==> src/ur_axi_pkg.sv <==
package ur_axi_pkg;

    // ============================================================
    // widths
    // ============================================================
    localparam int DATA_WIDTH      = 128;
    localparam int ADDR_WIDTH      = 32;
    localparam int UR_ADDR_WIDTH   = 11;
    localparam int STRB_WIDTH      = DATA_WIDTH / 8;
    localparam int SLICE_CNT_WIDTH = 5;
    localparam int LEN_WIDTH       = 4;

    // ============================================================
    // AXI write side, fixed 16 byte beats in INCR bursts
    // ============================================================
    localparam logic [2:0] AXI_SIZE       = 3'b100;
    localparam logic [1:0] AXI_BURST_INCR = 2'b01;

    // one beat step, same on memory and user register side
    localparam int BEAT_BYTES = 1 << AXI_SIZE;

    // distance between neighbouring interleaved memory slices
    localparam int INTLV_STEP = 128;

    typedef logic [DATA_WIDTH-1:0]    data_t;
    typedef logic [ADDR_WIDTH-1:0]    addr_t;
    typedef logic [UR_ADDR_WIDTH-1:0] ur_addr_t;
    typedef logic [STRB_WIDTH-1:0]    strb_t;
    typedef logic [LEN_WIDTH-1:0]     len_t;

    // micro instruction as latched by the sequencer
    typedef struct packed {
        logic [SLICE_CNT_WIDTH-1:0] slice_cnt;
        logic [3:0]                 byte_code;
        logic [1:0]                 brst_code;
        addr_t                      base_addr;
        ur_addr_t                   ur_addr;
    } micro_inst_t;

    typedef enum logic [1:0] {
        IDLE,
        ISSUE,
        WAIT,
        DONE
    } seq_state_t;

    // code 0 enables every lane, code k the lowest k lanes
    function automatic strb_t byte_mask(input logic [3:0] code);
        strb_t mask;
        for (int i = 0; i < STRB_WIDTH; i++) begin
            mask[i] = (code == 4'd0) || (i < int'(code));
        end
        return mask;
    endfunction

    // 0..3 -> 1, 2, 4, 8 beats
    function automatic len_t burst_beats(input logic [1:0] code);
        len_t beats;
        beats = len_t'(1) << code;
        return beats;
    endfunction

endpackage

==> src/beat_if.sv <==
// one beat request from the sequencer, acceptance back from the writer
interface beat_if;

    logic                 req;
    ur_axi_pkg::addr_t    maddr;
    ur_axi_pkg::ur_addr_t ur_addr;
    ur_axi_pkg::strb_t    wstrb;
    ur_axi_pkg::len_t     mlen;

    // pulses once per req, after the AXI side took the beat
    logic                 accepted;

    modport seq (
        output req,
        output maddr,
        output ur_addr,
        output wstrb,
        output mlen,
        input  accepted
    );

    modport wr (
        input  req,
        input  maddr,
        input  ur_addr,
        input  wstrb,
        input  mlen,
        output accepted
    );

endinterface

==> src/conv_sequencer.sv <==
module conv_sequencer (
    input  logic                    clk,
    input  logic                    rst_n,

    input  logic                    i_inst_valid,
    input  ur_axi_pkg::micro_inst_t i_inst,

    beat_if.seq                     bif,

    output logic                    o_busy,
    output logic                    o_done
);

    ur_axi_pkg::seq_state_t                 state_q;
    ur_axi_pkg::seq_state_t                 state_d;
    ur_axi_pkg::micro_inst_t                inst_q;
    logic [ur_axi_pkg::SLICE_CNT_WIDTH-1:0] slice_q;
    ur_axi_pkg::len_t                       beat_q;
    ur_axi_pkg::len_t                       beats;
    logic                                   inst_take;
    logic                                   last_beat;
    logic                                   last_slice;
    logic                                   beat_out_q;
    ur_axi_pkg::addr_t                      slice_base;
    ur_axi_pkg::addr_t                      beat_maddr;
    ur_axi_pkg::ur_addr_t                   beat_ur_addr;

    // busy covers ISSUE and WAIT, so it drops together with done
    assign o_busy    = (state_q == ur_axi_pkg::ISSUE) || (state_q == ur_axi_pkg::WAIT);
    assign o_done    = (state_q == ur_axi_pkg::DONE);
    assign inst_take = i_inst_valid && !o_busy;

    // ============================================================
    // instruction latch and beat arithmetic
    // ============================================================
    always_ff @(posedge clk) begin
        if (inst_take) begin
            inst_q <= i_inst;
        end
    end

    assign beats      = ur_axi_pkg::burst_beats(inst_q.brst_code);
    assign last_beat  = (beat_q == beats - ur_axi_pkg::len_t'(1));
    assign last_slice = (slice_q == inst_q.slice_cnt);

    // slice start, then beat offset inside the slice
    assign slice_base = inst_q.base_addr
                      + ur_axi_pkg::addr_t'(slice_q) * ur_axi_pkg::addr_t'(ur_axi_pkg::INTLV_STEP);
    assign beat_maddr = slice_base
                      + ur_axi_pkg::addr_t'(beat_q) * ur_axi_pkg::addr_t'(ur_axi_pkg::BEAT_BYTES);

    // user register side restarts at ur_addr for every slice
    assign beat_ur_addr = inst_q.ur_addr
                        + ur_axi_pkg::ur_addr_t'(beat_q)
                        * ur_axi_pkg::ur_addr_t'(ur_axi_pkg::BEAT_BYTES);

    // ============================================================
    // state machine
    // ============================================================
    always_comb begin
        state_d = state_q;
        case (state_q)
            ur_axi_pkg::IDLE,
            ur_axi_pkg::DONE: begin
                state_d = inst_take ? ur_axi_pkg::ISSUE : ur_axi_pkg::IDLE;
            end
            ur_axi_pkg::ISSUE: begin
                state_d = ur_axi_pkg::WAIT;
            end
            ur_axi_pkg::WAIT: begin
                if (bif.accepted) begin
                    if (last_beat && last_slice) begin
                        state_d = ur_axi_pkg::DONE;
                    end else begin
                        state_d = ur_axi_pkg::ISSUE;
                    end
                end
            end
            default: begin
                state_d = ur_axi_pkg::IDLE;
            end
        endcase
    end

    always_ff @(posedge clk or negedge rst_n) begin
        if (!rst_n) begin
            state_q <= ur_axi_pkg::IDLE;
        end else begin
            state_q <= state_d;
        end
    end

    // beats first, then slices
    always_ff @(posedge clk or negedge rst_n) begin
        if (!rst_n) begin
            slice_q <= '0;
            beat_q  <= '0;
        end else if (inst_take) begin
            slice_q <= '0;
            beat_q  <= '0;
        end else if ((state_q == ur_axi_pkg::WAIT) && bif.accepted) begin
            if (last_beat) begin
                beat_q <= '0;
                if (!last_slice) begin
                    slice_q <= slice_q + 1'b1;
                end
            end else begin
                beat_q <= beat_q + 1'b1;
            end
        end
    end

    // ============================================================
    // beat request towards the writer
    // ============================================================
    always_ff @(posedge clk or negedge rst_n) begin
        if (!rst_n) begin
            bif.req     <= 1'b0;
            bif.maddr   <= '0;
            bif.ur_addr <= '0;
            bif.wstrb   <= '0;
            bif.mlen    <= '0;
        end else begin
            bif.req <= (state_q == ur_axi_pkg::ISSUE);
            if (state_q == ur_axi_pkg::ISSUE) begin
                bif.maddr   <= beat_maddr;
                bif.ur_addr <= beat_ur_addr;
                bif.wstrb   <= ur_axi_pkg::byte_mask(inst_q.byte_code);
                bif.mlen    <= beats - ur_axi_pkg::len_t'(1);
            end
        end
    end

    // beat handed to the writer and not yet accepted
    always_ff @(posedge clk or negedge rst_n) begin
        if (!rst_n) begin
            beat_out_q <= 1'b0;
        end else if (bif.req) begin
            beat_out_q <= 1'b1;
        end else if (bif.accepted) begin
            beat_out_q <= 1'b0;
        end
    end

    a_req_not_outstanding: assert property (
        @(posedge clk) disable iff (!rst_n)
        bif.req |-> !beat_out_q
    ) else $error("beat request while a beat is outstanding");

    a_accept_has_req: assert property (
        @(posedge clk) disable iff (!rst_n)
        bif.accepted |-> beat_out_q
    ) else $error("accepted without an outstanding beat");

    a_done_single: assert property (
        @(posedge clk) disable iff (!rst_n)
        o_done |=> !o_done
    ) else $error("done high for two cycles");

endmodule

==> src/beat_writer.sv <==
module beat_writer (
    input  logic                 clk,
    input  logic                 rst_n,

    beat_if.wr                   bif,

    // user register file, one cycle read latency
    input  ur_axi_pkg::data_t    i_ur_rdata,
    output logic                 o_ur_re,
    output ur_axi_pkg::ur_addr_t o_ur_addr,

    // AXI write side
    input  logic                 i_saccept,
    output logic                 o_mwrite,
    output ur_axi_pkg::addr_t    o_maddr,
    output ur_axi_pkg::len_t     o_mlen,
    output ur_axi_pkg::data_t    o_mdata,
    output ur_axi_pkg::strb_t    o_mwstrb
);

    // read data is on i_ur_rdata in this cycle
    logic rdata_vld_q;
    logic beat_take;

    assign beat_take = o_mwrite && i_saccept;

    // ============================================================
    // user register read
    // ============================================================
    always_ff @(posedge clk or negedge rst_n) begin
        if (!rst_n) begin
            o_ur_re     <= 1'b0;
            o_ur_addr   <= '0;
            rdata_vld_q <= 1'b0;
        end else begin
            // single cycle read strobe per request
            o_ur_re     <= bif.req;
            rdata_vld_q <= o_ur_re;
            if (bif.req) begin
                o_ur_addr <= bif.ur_addr;
            end
        end
    end

    // ============================================================
    // beat fields
    // ============================================================
    // loaded while o_mwrite is still low, held until the next request
    always_ff @(posedge clk or negedge rst_n) begin
        if (!rst_n) begin
            o_maddr  <= '0;
            o_mwstrb <= '0;
            o_mlen   <= '0;
        end else if (bif.req) begin
            o_maddr  <= bif.maddr;
            o_mwstrb <= bif.wstrb;
            o_mlen   <= bif.mlen;
        end
    end

    // ============================================================
    // write hold until accept
    // ============================================================
    always_ff @(posedge clk or negedge rst_n) begin
        if (!rst_n) begin
            o_mdata  <= '0;
            o_mwrite <= 1'b0;
        end else if (rdata_vld_q) begin
            // capture and present the beat in one step
            o_mdata  <= i_ur_rdata;
            o_mwrite <= 1'b1;
        end else if (beat_take) begin
            o_mwrite <= 1'b0;
        end
    end

    // one pulse per beat, right after the accepting edge
    always_ff @(posedge clk or negedge rst_n) begin
        if (!rst_n) begin
            bif.accepted <= 1'b0;
        end else begin
            bif.accepted <= beat_take;
        end
    end

    a_hold_until_accept: assert property (
        @(posedge clk) disable iff (!rst_n)
        (o_mwrite && !i_saccept) |=>
            (o_mwrite && $stable(o_maddr) && $stable(o_mdata))
    ) else $error("write beat changed before accept");

endmodule

==> src/ur_axi_conv.sv <==
module ur_axi_conv (
    input  logic                                   clk,
    input  logic                                   rst_n,

    // micro instruction
    input  logic                                   i_inst_valid,
    input  logic [ur_axi_pkg::SLICE_CNT_WIDTH-1:0] i_slice_cnt,
    input  logic [3:0]                             i_byte_code,
    input  logic [1:0]                             i_brst_code,
    input  logic [ur_axi_pkg::ADDR_WIDTH-1:0]      i_base_addr,
    input  logic [ur_axi_pkg::UR_ADDR_WIDTH-1:0]   i_ur_addr,

    // user register file
    input  logic [ur_axi_pkg::DATA_WIDTH-1:0]      i_ur_rdata,
    output logic                                   o_ur_re,
    output logic [ur_axi_pkg::UR_ADDR_WIDTH-1:0]   o_ur_addr,

    // AXI write side
    input  logic                                   i_saccept,
    output logic                                   o_mwrite,
    output logic [ur_axi_pkg::ADDR_WIDTH-1:0]      o_maddr,
    output logic [ur_axi_pkg::LEN_WIDTH-1:0]       o_mlen,
    output logic [ur_axi_pkg::DATA_WIDTH-1:0]      o_mdata,
    output logic [ur_axi_pkg::STRB_WIDTH-1:0]      o_mwstrb,

    // status
    output logic                                   o_busy,
    output logic                                   o_done
);

    ur_axi_pkg::micro_inst_t inst;

    assign inst.slice_cnt = i_slice_cnt;
    assign inst.byte_code = i_byte_code;
    assign inst.brst_code = i_brst_code;
    assign inst.base_addr = i_base_addr;
    assign inst.ur_addr   = i_ur_addr;

    beat_if u_bif ();

    conv_sequencer u_seq (
        .clk          (clk),
        .rst_n        (rst_n),
        .i_inst_valid (i_inst_valid),
        .i_inst       (inst),
        .bif          (u_bif.seq),
        .o_busy       (o_busy),
        .o_done       (o_done)
    );

    beat_writer u_wr (
        .clk        (clk),
        .rst_n      (rst_n),
        .bif        (u_bif.wr),
        .i_ur_rdata (i_ur_rdata),
        .o_ur_re    (o_ur_re),
        .o_ur_addr  (o_ur_addr),
        .i_saccept  (i_saccept),
        .o_mwrite   (o_mwrite),
        .o_maddr    (o_maddr),
        .o_mlen     (o_mlen),
        .o_mdata    (o_mdata),
        .o_mwstrb   (o_mwstrb)
    );

endmodule

==> config.mk <==
export PLATFORM = sky130hd
export DESIGN_NAME = ur_axi_conv
export DESIGN_NICKNAME = d
export VERILOG_FILES = /design/src/ur_axi_pkg.sv /design/src/beat_if.sv /design/src/conv_sequencer.sv /design/src/beat_writer.sv /design/src/ur_axi_conv.sv
export SDC_FILE = /design/constraint.sdc
export NUM_CORES = 1
export LEC_CHECK = 0
export BUFFER_PORTS_ARGS = -buffer_cell sky130_fd_sc_hd__clkbuf_2
export CAP_MARGIN = 20
export CORE_ASPECT_RATIO = 1.5
export CORE_MARGIN = 5
export CORE_UTILIZATION = 52
export DETAILED_ROUTE_END_ITERATION = 8
export MAX_ROUTING_LAYER = met4
export PLACE_DENSITY = 0.8
export SLEW_MARGIN = 40
export SYNTH_ARGS = -nofsm -noshare
export SYNTH_HDL_FRONTEND = slang
export SYNTH_SLANG_ARGS = --single-unit
==> constraint.sdc <==
create_clock -name clk -period 3 [get_ports clk]
set_input_delay 0.45 -clock clk [delete_from_list [all_inputs] [get_ports clk]]
set_output_delay 0.45 -clock clk [all_outputs]
set_load 0.01 [all_outputs]
# == Word level (Yosys, flattened, before mapping) ==
# Cells that the tools add are included.
# op_classes
mux,13
n_reduce_logical,28
add_sub_neg,6
n_shift,1
n_eq_ne,7
n_lt_le_gt_ge,15
# ops
op,count
adder 32 x 12 -> 32 bit,1
adder 32 x 8 -> 32 bit,1
"< comparator 4 bit, first input constant",7
two-way mux 5 bit,4
logical OR 1 bit,16
"< comparator 3 x 4 -> 1 bit, first input constant",4
two-way mux 4 bit,3
adder 11 x 8 -> 11 bit,1
"< comparator 1 x 4 -> 1 bit, first input constant",2
"< comparator 2 x 4 -> 1 bit, first input constant",2
one-hot mux 2 bit (3 select lines),1
nonzero test 2 bit,3
"adder 5 x 1 -> 5 bit, second input constant",1
== test 5 bit,1
"adder 4 x 1 -> 4 bit, second input constant",1
"== test 2 bit, second input constant",2
== test 4 bit,1
logical AND 1 bit,4
logical NOT 4 bit,1
two-way mux 2 bit,2
"inequality test 2 x 1 -> 1 bit, second input constant",2
"left shift 1 x 2 -> 4 bit, first input constant",1
"subtractor 4 x 1 -> 4 bit, second input constant",1
two-way mux 1 bit,3
5 further kinds,5
# totals
reg_bits,324
elab_cells,92
input_bits,186

# == Logic depth before layout (Yosys ltp) ==
# Gate-level depths: netlist of run 1.
# depth
word_depth,7
ltp_mapped,10

# == Modules after synthesis ==
# A second synthesis of run 1 with hierarchy kept.
# hier_totals
cells_unflattened,913
hier_area_um2,13220.2
# modules_own_cells
module,n_inst,cells_per_inst,area_per_inst_um2,seq_area_each_um2
beat_writer,1,410,7272.0,4879.7
conv_sequencer,1,503,5948.2,3498.4

# == Least setup slack after synthesis of run 1 ==
# OpenSTA, ideal clock, no wires.
# synth_timing
path_kind,register to register
startpoint,reg u_seq.state_q[0]
endpoint,reg u_seq.inst_q[0] (netlist name) (enable)
setup_time_ns,0.714
period_less_slack_ns,2.649
path_stages_with_launch,5
t_arrival_ns,1.935
setup_slack_ns,0.351
cell_sequence,dfrtp_1 inv_1 ha_1 nand2_1 clkinv_1
# synth_between
elab_chain_cells,4
elab_cells_between_ends,5
# synth_rtl
element,line,source
"start, declared",conv_sequencer.sv:14,ur_axi_pkg::seq_state_t state_q;
"start signal, assigned",conv_sequencer.sv:87,state_q <= ur_axi_pkg::IDLE;
"start signal, assigned",conv_sequencer.sv:89,state_q <= state_d;
== test 2 x 1 -> 1 bit / == test 2 bit (equally long branches),conv_sequencer.sv:29,assign o_busy = (state_q == ur_axi_pkg::ISSUE) || (state_q == ur_axi_pkg::WAIT);
logical OR 1 bit *,conv_sequencer.sv:29,
logical NOT 1 bit *,conv_sequencer.sv:31,assign inst_take = i_inst_valid && !o_busy;
logical AND 1 bit *,conv_sequencer.sv:31,
net u_seq.inst_take,conv_sequencer.sv:20,logic inst_take;
"end signal, assigned",conv_sequencer.sv:38,inst_q <= i_inst;
"end, declared",conv_sequencer.sv:16,ur_axi_pkg::micro_inst_t inst_q;
# The timed path passes the listed nets; every way through them passes the cells marked *.
# A chain may end at the register's enable or synchronous reset.

# == Final worst setup path of run 1 ==
# layout_timing
startpoint,reg u_seq.beat_q[3]
endpoint,reg u_seq.bif.maddr[30]
# layout_between
elab_chain_cells,1
# layout_rtl
element,line,source
"start, declared",conv_sequencer.sv:18,ur_axi_pkg::len_t beat_q;
"start signal, assigned",conv_sequencer.sv:108,beat_q <= beat_q + 1'b1;
adder 32 x 8 -> 32 bit,conv_sequencer.sv:50,+ ur_axi_pkg::addr_t'(beat_q) * ur_axi_pkg::addr_t'(ur_axi_pkg::BEAT_BYTES);
"end signal, assigned",conv_sequencer.sv:126,bif.maddr <= beat_maddr;
"end, declared",beat_if.sv:15,"output maddr,"
# No other way between the ends.

==> impl_metrics.py, run 1 <==
metrics = {
    "placed_design": {
        "hpwl_mm": 24.3,
        "numPortBuffers": 380,
        "post_dp_cell_area_um2": 15400,
        "dp_cells": 1582,
        "gp_congestion": 0.884,
    },
    "outcome": {
        "status": "completed",
    },
    "drt": {
        "first_iter_violations": 344,
        "vias_per_cell": 5.29,
        "drc": 0,
        "vias": 8666,
        "routedWlPerCell_um": 19.6,
        "ant_nets": 0,
        "wirelength_mm": 32.2,
        "first_pass_iters": 4,
    },
    "cts": {
        "cts.sinks": 324,
        "worstSkewPairLatency_ns": 0.56,
        "cts_tree": "yes",
        "clk_path_buf_depth": 3,
        "htree_levels": 1,
        "numCtsBuffers": 29,
        "ctsRootBufferMaster": "clkbuf_16",
        "clk_pin_slew_worst_paths_ns": 0.06,
    },
    "job": {
        "drv_cap": 0,
    },
    "sta": {
        "skew_ns": 0.0138,
        "min_period_ns": 2.77,
        "max_freq_ghz": 0.361,
        "slew_viol_final": 0,
        "worstMarginPinSlew_ns": 0.777,
        "setup_violations": 0,
        "tns_ns": 0,
        "finalHoldViolCount": 0,
        "grt_setup_unrepaired": "no",
        "min_period_over_period_pct": 92.4,
        "slew_headroom_pct": 48.2,
    },
    "synthesis": {
        "yosysWarnings": 0,
        "synth_area_per_cell_um2": 14.6,
        "seq_area_frac_synth_pct": 64.2,
        "synth_flop_cell": "dfrtp_1",
        "synth-async-reset-ratio_pct": 83.3,
        "syn_nets": 1109,
        "syn_area_um2": 13000,
        "synth_cells": 896,
        "synth_edf_count": 54,
        "synthDistinctLibCells": 60,
        "ys_seq_elements": 324,
    },
    "worst_setup_path": {
        "r2r-start": "u_seq.beat_q[3]$_DFFE_PN0P_",
        "worst_setup_path_start_kind": "flip-flop",
        "critPathKind": "flip-flop to flip-flop",
        "endpoint_kind": "flip-flop",
        "cp.arrival_ns": 3.23,
        "path_max_fanout": 18,
        "reg2reg_to": "u_seq.bif.maddr[30]$_DFFE_PN0P_",
        "cp.required_ns": 3.46,
        "r2r_slack_ns": 0.23,
        "reg2reg_depth": 9,
    },
    "global_route": {
        "grt_pass1_wl_mm": 51.4,
        "grt_overflow": 0,
        "grt_antenna_before_repair": 0,
        "global_route.usage.total_pct": 23.2,
        "first_global_vias": 9400,
        "grt_max_degree": 80,
    },
    "layout": {
        "postLayoutCellArea_um2": 16400,
        "regArea_um2": 8380,
        "multi_input_area_um2": 4430,
        "n_fill_cell": 1836,
        "layout.cells.non_filler": 1637,
        "nets": 1499,
        "final_cell_mix": "clkbuf_2, dfrtp_1, mux2_2",
        "layout-drive-gt1-share_pct": 51.4,
        "final_common_cell": "clkbuf_2",
        "area_growth_pct": 25.5,
        "diodes": 0,
    },
    "floorplanning": {
        "row_count": 71,
        "die_w_um": 139,
        "ios": 381,
        "core_um2": 24900,
        "initial_utilization_pct": 52.4,
        "die_area_um2": 28400,
        "die_h_um": 204,
    },
    "hold_path": {
        "min_path_cells": 1,
        "min_to": "u_seq.inst_q[49]$_DFFE_PP_",
        "hold_class": "input pin to flip-flop",
        "worstHoldStart": "i_slice_cnt[0]",
    },
    "power": {
        "leakage_nw": 7.47,
        "pwr_density_cell_nw_per_um2": 1090,
        "p_int_mw": 11.7,
        "seqPwrFrac_pct": 43.8,
        "switching_share_pct": 34.1,
        "comb_power_share_pct": 36.3,
        "irDropWorstVdd_mv": 0.789,
        "power.switching_mw": 6.08,
        "clkPwrFrac_pct": 20.0,
    },
}
==> cell usage after synthesis, types with 2 or more instances <==
library cell / count / area (um2)
dfrtp_1: 270 / 6760
mux2_2: 212 / 2390
edfxtp_1: 54 / 1620
nor2_1: 44 / 165
a21oi_1: 36 / 180
clkbuf_1: 35 / 131
ha_1: 24 / 300
nand2_1: 24 / 90.1
inv_1: 22 / 82.6
xnor2_1: 21 / 184
a31oi_1: 16 / 100
o21ai_0: 13 / 65.1
o31ai_1: 10 / 75.1
a21o_1: 8 / 60.1
nand3_1: 8 / 40.0
nand4_1: 8 / 50.1
nor3_1: 7 / 35.0
or3_1: 7 / 43.8
or4_1: 7 / 52.6
and2_1: 6 / 37.5
nor2b_1: 6 / 37.5
buf_1: 5 / 18.8
xor2_1: 4 / 35.0
a2111oi_1: 3 / 30.0
a211oi_1: 3 / 22.5
fa_1: 3 / 60.1
o21a_1: 3 / 22.5
a211o_1: 2 / 17.5
nand4b_1: 2 / 17.5
o22a_1: 2 / 17.5
or2_2: 2 / 12.5
==> layer usage <==
metal / vias to the layer above / part of all wire (%) / global-route usage [%]
met3: 55 / 8.6 / 6.20
met5: - / 0 / -
met2: 332 / 53 / 41.4
li1: 4011 / - / -
met4: 0 / 2.1 / 5.35
met1: 4268 / 36 / 26.1
==> logic make-up (layout without fill, tap and decap cells) <==
group	count (synthesis)	in the layout	share of synthesized area (%)
flip-flops	324	324	64.2
multiplexers	212	212	18.3
AND/OR/NAND/NOR	132	132	5.21
AO/OA/AOI/OAI	111	111	5.84
buffers and inverters	65	478	1.96
adder cells (fa/ha/maj)	27	27	2.76
XOR/XNOR	25	25	1.68
==> registers in the layout, summed over array words and instances (netlist names) <==
| name | count |
|---|---|
| u_wr.rdata_vld_q | 1 |
| u_wr.o_mwstrb | 16 |
| u_wr.o_mlen | 4 |
| u_wr.o_maddr | 32 |
| u_seq.bif.ur_addr | 11 |
| u_wr.bif.accepted | 1 |
| u_seq.inst_q | 54 |
| u_wr.o_mwrite | 1 |
| u_seq.bif.req | 1 |
| u_wr.o_mdata | 128 |
| u_seq.bif.maddr | 32 |
| u_seq.bif.wstrb | 16 |
| u_wr.o_ur_re | 1 |
| u_wr.o_ur_addr | 11 |
| u_seq.slice_q | 5 |
| u_seq.state_q | 2 |
| u_seq.beat_q | 4 |
| u_seq.bif.mlen | 4 |
==> cell type report <==
type,instances,share of cell area [%]
Tap cell,328,2.51
Multi-Input combinational cell,507,27.1
Clock inverter,13,0.642
Sequential cell,324,51.2
Clock buffer,41,4.89
Timing Repair Buffer,401,13.1
Inverter,23,0.528
==> worst max-delay path, stage by stage (launching register included) <==
cell and delay (ns):
dfrtp_1 0.34, inv_1 0.06, fa_1 0.53, inv_1 0.04
ha_1 0.26, a211o_1 0.32, a211o_1 0.34, a31oi_4 0.41
o31ai_1 0.15, a31oi_1 0.22
==> what timing repair did <==
| item | CTS | global route |
|---|---|---|
| endpoints found under the setup margin | 0 | 3 |
| endpoints found under the hold margin | 74 | 0 |
| buffers inserted | 0 | 0 |
| hold buffers | 1 | 0 |
| gates resized for setup | 0 | 1 |
==> how the worst max path moves through the flow <==
| stage | slack, ns | depth (start not counted) | startpoint | endpoint |
|---|---|---|---|---|
| after floorplan | 0.35 | 4 | u_seq.state_q[0]$_DFFE_PN0P_ | u_seq.inst_q[0]$_DFFE_PP_ |
| after global placement | 0.32 | 9 | u_seq.beat_q[3]$_DFFE_PN0P_ | u_seq.bif.maddr[22]$_DFFE_PN0P_ |
| after detailed placement | 0.24 | 9 | u_seq.beat_q[3]$_DFFE_PN0P_ | u_seq.bif.maddr[22]$_DFFE_PN0P_ |
| after CTS | 0.20 | 9 | u_seq.beat_q[3]$_DFFE_PN0P_ | u_seq.bif.maddr[22]$_DFFE_PN0P_ |
| after global routing | 0.01 | 9 | u_seq.beat_q[3]$_DFFE_PN0P_ | u_seq.bif.maddr[16]$_DFFE_PN0P_ |
| final | 0.23 | 9 | u_seq.beat_q[3]$_DFFE_PN0P_ | u_seq.bif.maddr[30]$_DFFE_PN0P_ |
==> power by group through the flow <==
stage                     clock [mW]  sequential, mW  combinational [mW]
after CTS                       3.64            7.81                6.59
after detailed placement           0            7.87                6.55
after global routing            3.81            8.05                7.06
after global placement             0            7.77                6.38
final                           3.55            7.80                6.46
after floorplan                    0            8.06                3.49
==> stage by stage <==
step / hold slack, ns / worst slack [ns] / util, % / power (mW)
finish: 0.0670 / 0.228 / 65.8 / 17.8
detailed placement: 0.376 / 0.238 / 62.1 / 14.4
CTS: 0.0396 / 0.201 / 65.8 / 18.0
global placement: 0.370 / 0.323 / 62.1 / 14.2
floorplan: 0.154 / 0.351 / - / 11.5
global route: 0.0424 / 0.0116 / 65.8 / 18.9
Note: power is estimated with default switching activity, not from simulation.
==> inputs of run 2 (changes only) <==
- CORE_UTILIZATION: 52 -> 55
- PLACE_DENSITY: 0.8 -> 0.84
- clock period: 3 -> 3.3 ns (I/O delays scaled with it)
==> run 2 against run 1 <==
Effect of this change:
- routed wire length is 1.0% lower
- hold slack better by 0.050 ns
- total power is 8.9% lower
- via count is 0.65% higher
- sequential power is 9.5% lower
- non-clock buffer count is 6 lower
- die area is 5.1% lower
- clock skew hardly changed
- cell count is 1.1% lower
- clock power is 7.6% lower
- critical path depth stayed put
- worst setup slack better by 0.020 ns
==> impl_metrics.py, run 2 (synthesized netlist as in run 1, its figures left out) <==
metrics = {
    "outcome": {
        "status": "completed",
    },
    "global_route": {
        "global_route.usage.total_pct": 23.7,
        "grt_use_met2_pct": 41.8,
        "grt_antenna_before_repair": 0,
        "top_usage_layer": "met2",
        "grt_max_degree": 99,
        "met3_usage_pct": 6.38,
        "first_global_vias": 9074,
        "met1_usage_pct": 25.6,
        "grt_pass1_wl_mm": 48.7,
        "grt_overflow": 0,
    },
    "power": {
        "leakage_nw": 7.46,
        "clkPwrFrac_pct": 20.2,
        "p_int_mw": 10.7,
        "switching_share_pct": 33.8,
        "power.switching_mw": 5.49,
        "seqPwrFrac_pct": 43.5,
        "irDropWorstVdd_mv": 0.723,
        "comb_power_share_pct": 36.3,
        "pwr_density_cell_nw_per_um2": 993,
    },
    "cts": {
        "htree_levels": 1,
        "worstSkewPairLatency_ns": 0.55,
        "cts.sinks": 324,
        "clk_pin_slew_worst_paths_ns": 0.06,
        "numCtsBuffers": 29,
        "cts_setup_buffers": 0,
        "ctsRootBufferMaster": "clkbuf_16",
        "cts_tree": "yes",
        "clk_path_buf_depth": 3,
    },
    "layout": {
        "area_growth_pct": 25.3,
        "layout.cells.non_filler": 1619,
        "regArea_um2": 8380,
        "top_regs": "u_wr.o_mdata: 128 flops, u_seq.inst_q: 54 flops",
        "final_common_cell": "clkbuf_2",
        "largest_reg_flops": 128,
        "layout-drive-gt1-share_pct": 51.4,
        "nets": 1493,
        "top_register": "u_wr.o_mdata",
        "n_fill_cell": 1602,
        "multi_input_area_um2": 4430,
        "final_cell_mix": "clkbuf_2, dfrtp_1, mux2_2",
        "diodes": 0,
    },
    "floorplanning": {
        "core_um2": 23600,
        "die_area_um2": 27000,
        "die_w_um": 136,
        "die_h_um": 199,
        "row_count": 69,
        "ios": 381,
        "initial_utilization_pct": 55.3,
    },
    "job": {
        "drv_cap": 0,
    },
    "hold_path": {
        "hold_class": "input pin to flip-flop",
    },
    "placed_design": {
        "hpwl_mm": 23.7,
        "gp_congestion": 0.908,
        "numPortBuffers": 380,
        "dp_cells": 1565,
    },
    "drt": {
        "vias_per_cell": 5.39,
        "drc": 0,
        "vias": 8722,
        "first_iter_violations": 337,
        "ant_nets": 0,
        "wirelength_mm": 31.8,
        "routedWlPerCell_um": 19.7,
        "first_pass_iters": 5,
    },
    "sta": {
        "skew_ns": 0.0139,
        "setup_violations": 0,
        "tns_ns": 0,
        "min_period_over_period_pct": 92.5,
        "finalHoldViolCount": 0,
        "slew_viol_final": 0,
        "min_period_ns": 3.05,
        "grt_setup_unrepaired": "no",
        "max_freq_ghz": 0.328,
        "worstMarginPinSlew_ns": 0.750,
        "slew_headroom_pct": 49.7,
    },
    "worst_setup_path": {
        "cp.arrival_ns": 3.52,
        "critPathKind": "flip-flop to flip-flop",
        "worst_path_max_delay_cell": "o31ai_2",
        "cp.required_ns": 3.77,
        "worst_setup_path_start_kind": "flip-flop",
        "cpMostUsedCell": "inv_1",
        "max_stage_delay_ns": 0.62,
        "path_max_fanout": 9,
        "path_cells": "inv_1, fa_1, inv_1, ha_1, nor2b_1, o31ai_2, a21oi_1, a31o_2, a31oi_1",
        "endpoint_kind": "flip-flop",
    },
}
-- run 2: cell types whose count changed in the layout (fill, tap and decap cells not counted), sizes merged --
cell    delta
inv        +1
buf        -6
clkinv     -9
clkbuf     +5
-- run 2: worst paths after layout --
check / cells past startpoint / slack (ns) / end / startpoint
hold reg to reg: 0 / 0.37 / u_wr.rdata_vld_q$_DFF_PN0_ / u_wr.o_ur_re$_DFF_PN0_
setup reg to reg: 9 / 0.25 / u_seq.bif.maddr[19]$_DFFE_PN0P_ / u_seq.beat_q[3]$_DFFE_PN0P_
setup / recovery: 9 / 0.25 / u_seq.bif.maddr[19]$_DFFE_PN0P_ / u_seq.beat_q[3]$_DFFE_PN0P_
hold / removal: 1 / 0.12 / u_seq.inst_q[2]$_DFFE_PP_ / i_ur_addr[2]
min in group asynchronous: 2 / 0.44 / u_wr.o_mdata[0]$_DFFE_PN0P_ / rst_n
max in group asynchronous: 4 / 1.88 / u_wr.o_mdata[37]$_DFFE_PN0P_ / rst_n
-- run 2: power groups by stage --
stage | sequential (mW) | clock [mW] | combinational (mW)
3_5_place_dp | 7.21 | 0 | 5.84
5_1_grt | 7.28 | 3.53 | 6.38
3_3_place_gp | 7.11 | 0 | 5.67
4_1_cts | 7.16 | 3.34 | 5.88
2_1_floorplan | 7.33 | 0 | 3.17
6_report | 7.06 | 3.28 | 5.89
-- run 2: critical path: cells and delay by family (launching register included) --
kind	cells	cell delay [ns]
AO/OA/AOI/OAI	4	1.33
adder cells (fa/ha/maj)	2	0.88
buffers and inverters	2	0.14
flip-flops	1	0.45
AND/OR/NAND/NOR	1	0.18
-- run 2: stage by stage --
stage	utilization [%]	setup WS [ns]	hold WS, ns	cell area (um2)	total power [mW]
finish	69.4	0.248	0.117	16300	16.2
global placement	65.1	0.374	0.360	15400	12.8
floorplan	-	0.651	0.199	13000	10.5
CTS	69.1	0.283	0.0160	16300	16.4
global route	69.4	0.106	0.0917	16300	17.2
detailed placement	65.2	0.304	0.360	15400	13.0
-- run 2: area by class of cell --
type / instances / area share (%)
Clock inverter: 5 / 0.337
Timing Repair Buffer: 395 / 13.0
Clock buffer: 46 / 5.32
Tap cell: 319 / 2.44
Sequential cell: 324 / 51.3
Inverter: 23 / 0.528
Multi-Input combinational cell: 507 / 27.1
-- run 2: routing by layer --
metal	part of all wire [%]	up-vias	wire length (um)
met5	0	-	0
met4	3.9	0	1260
met3	8.7	76	2780
met2	52	375	16700
met1	35	4268	11100
li1	-	4003	-
-- run 2: timing repair --
item	4_1_cts	5_1_grt
resized for setup	0	0
endpoints found under the hold margin	0	43
hold buffers	0	1
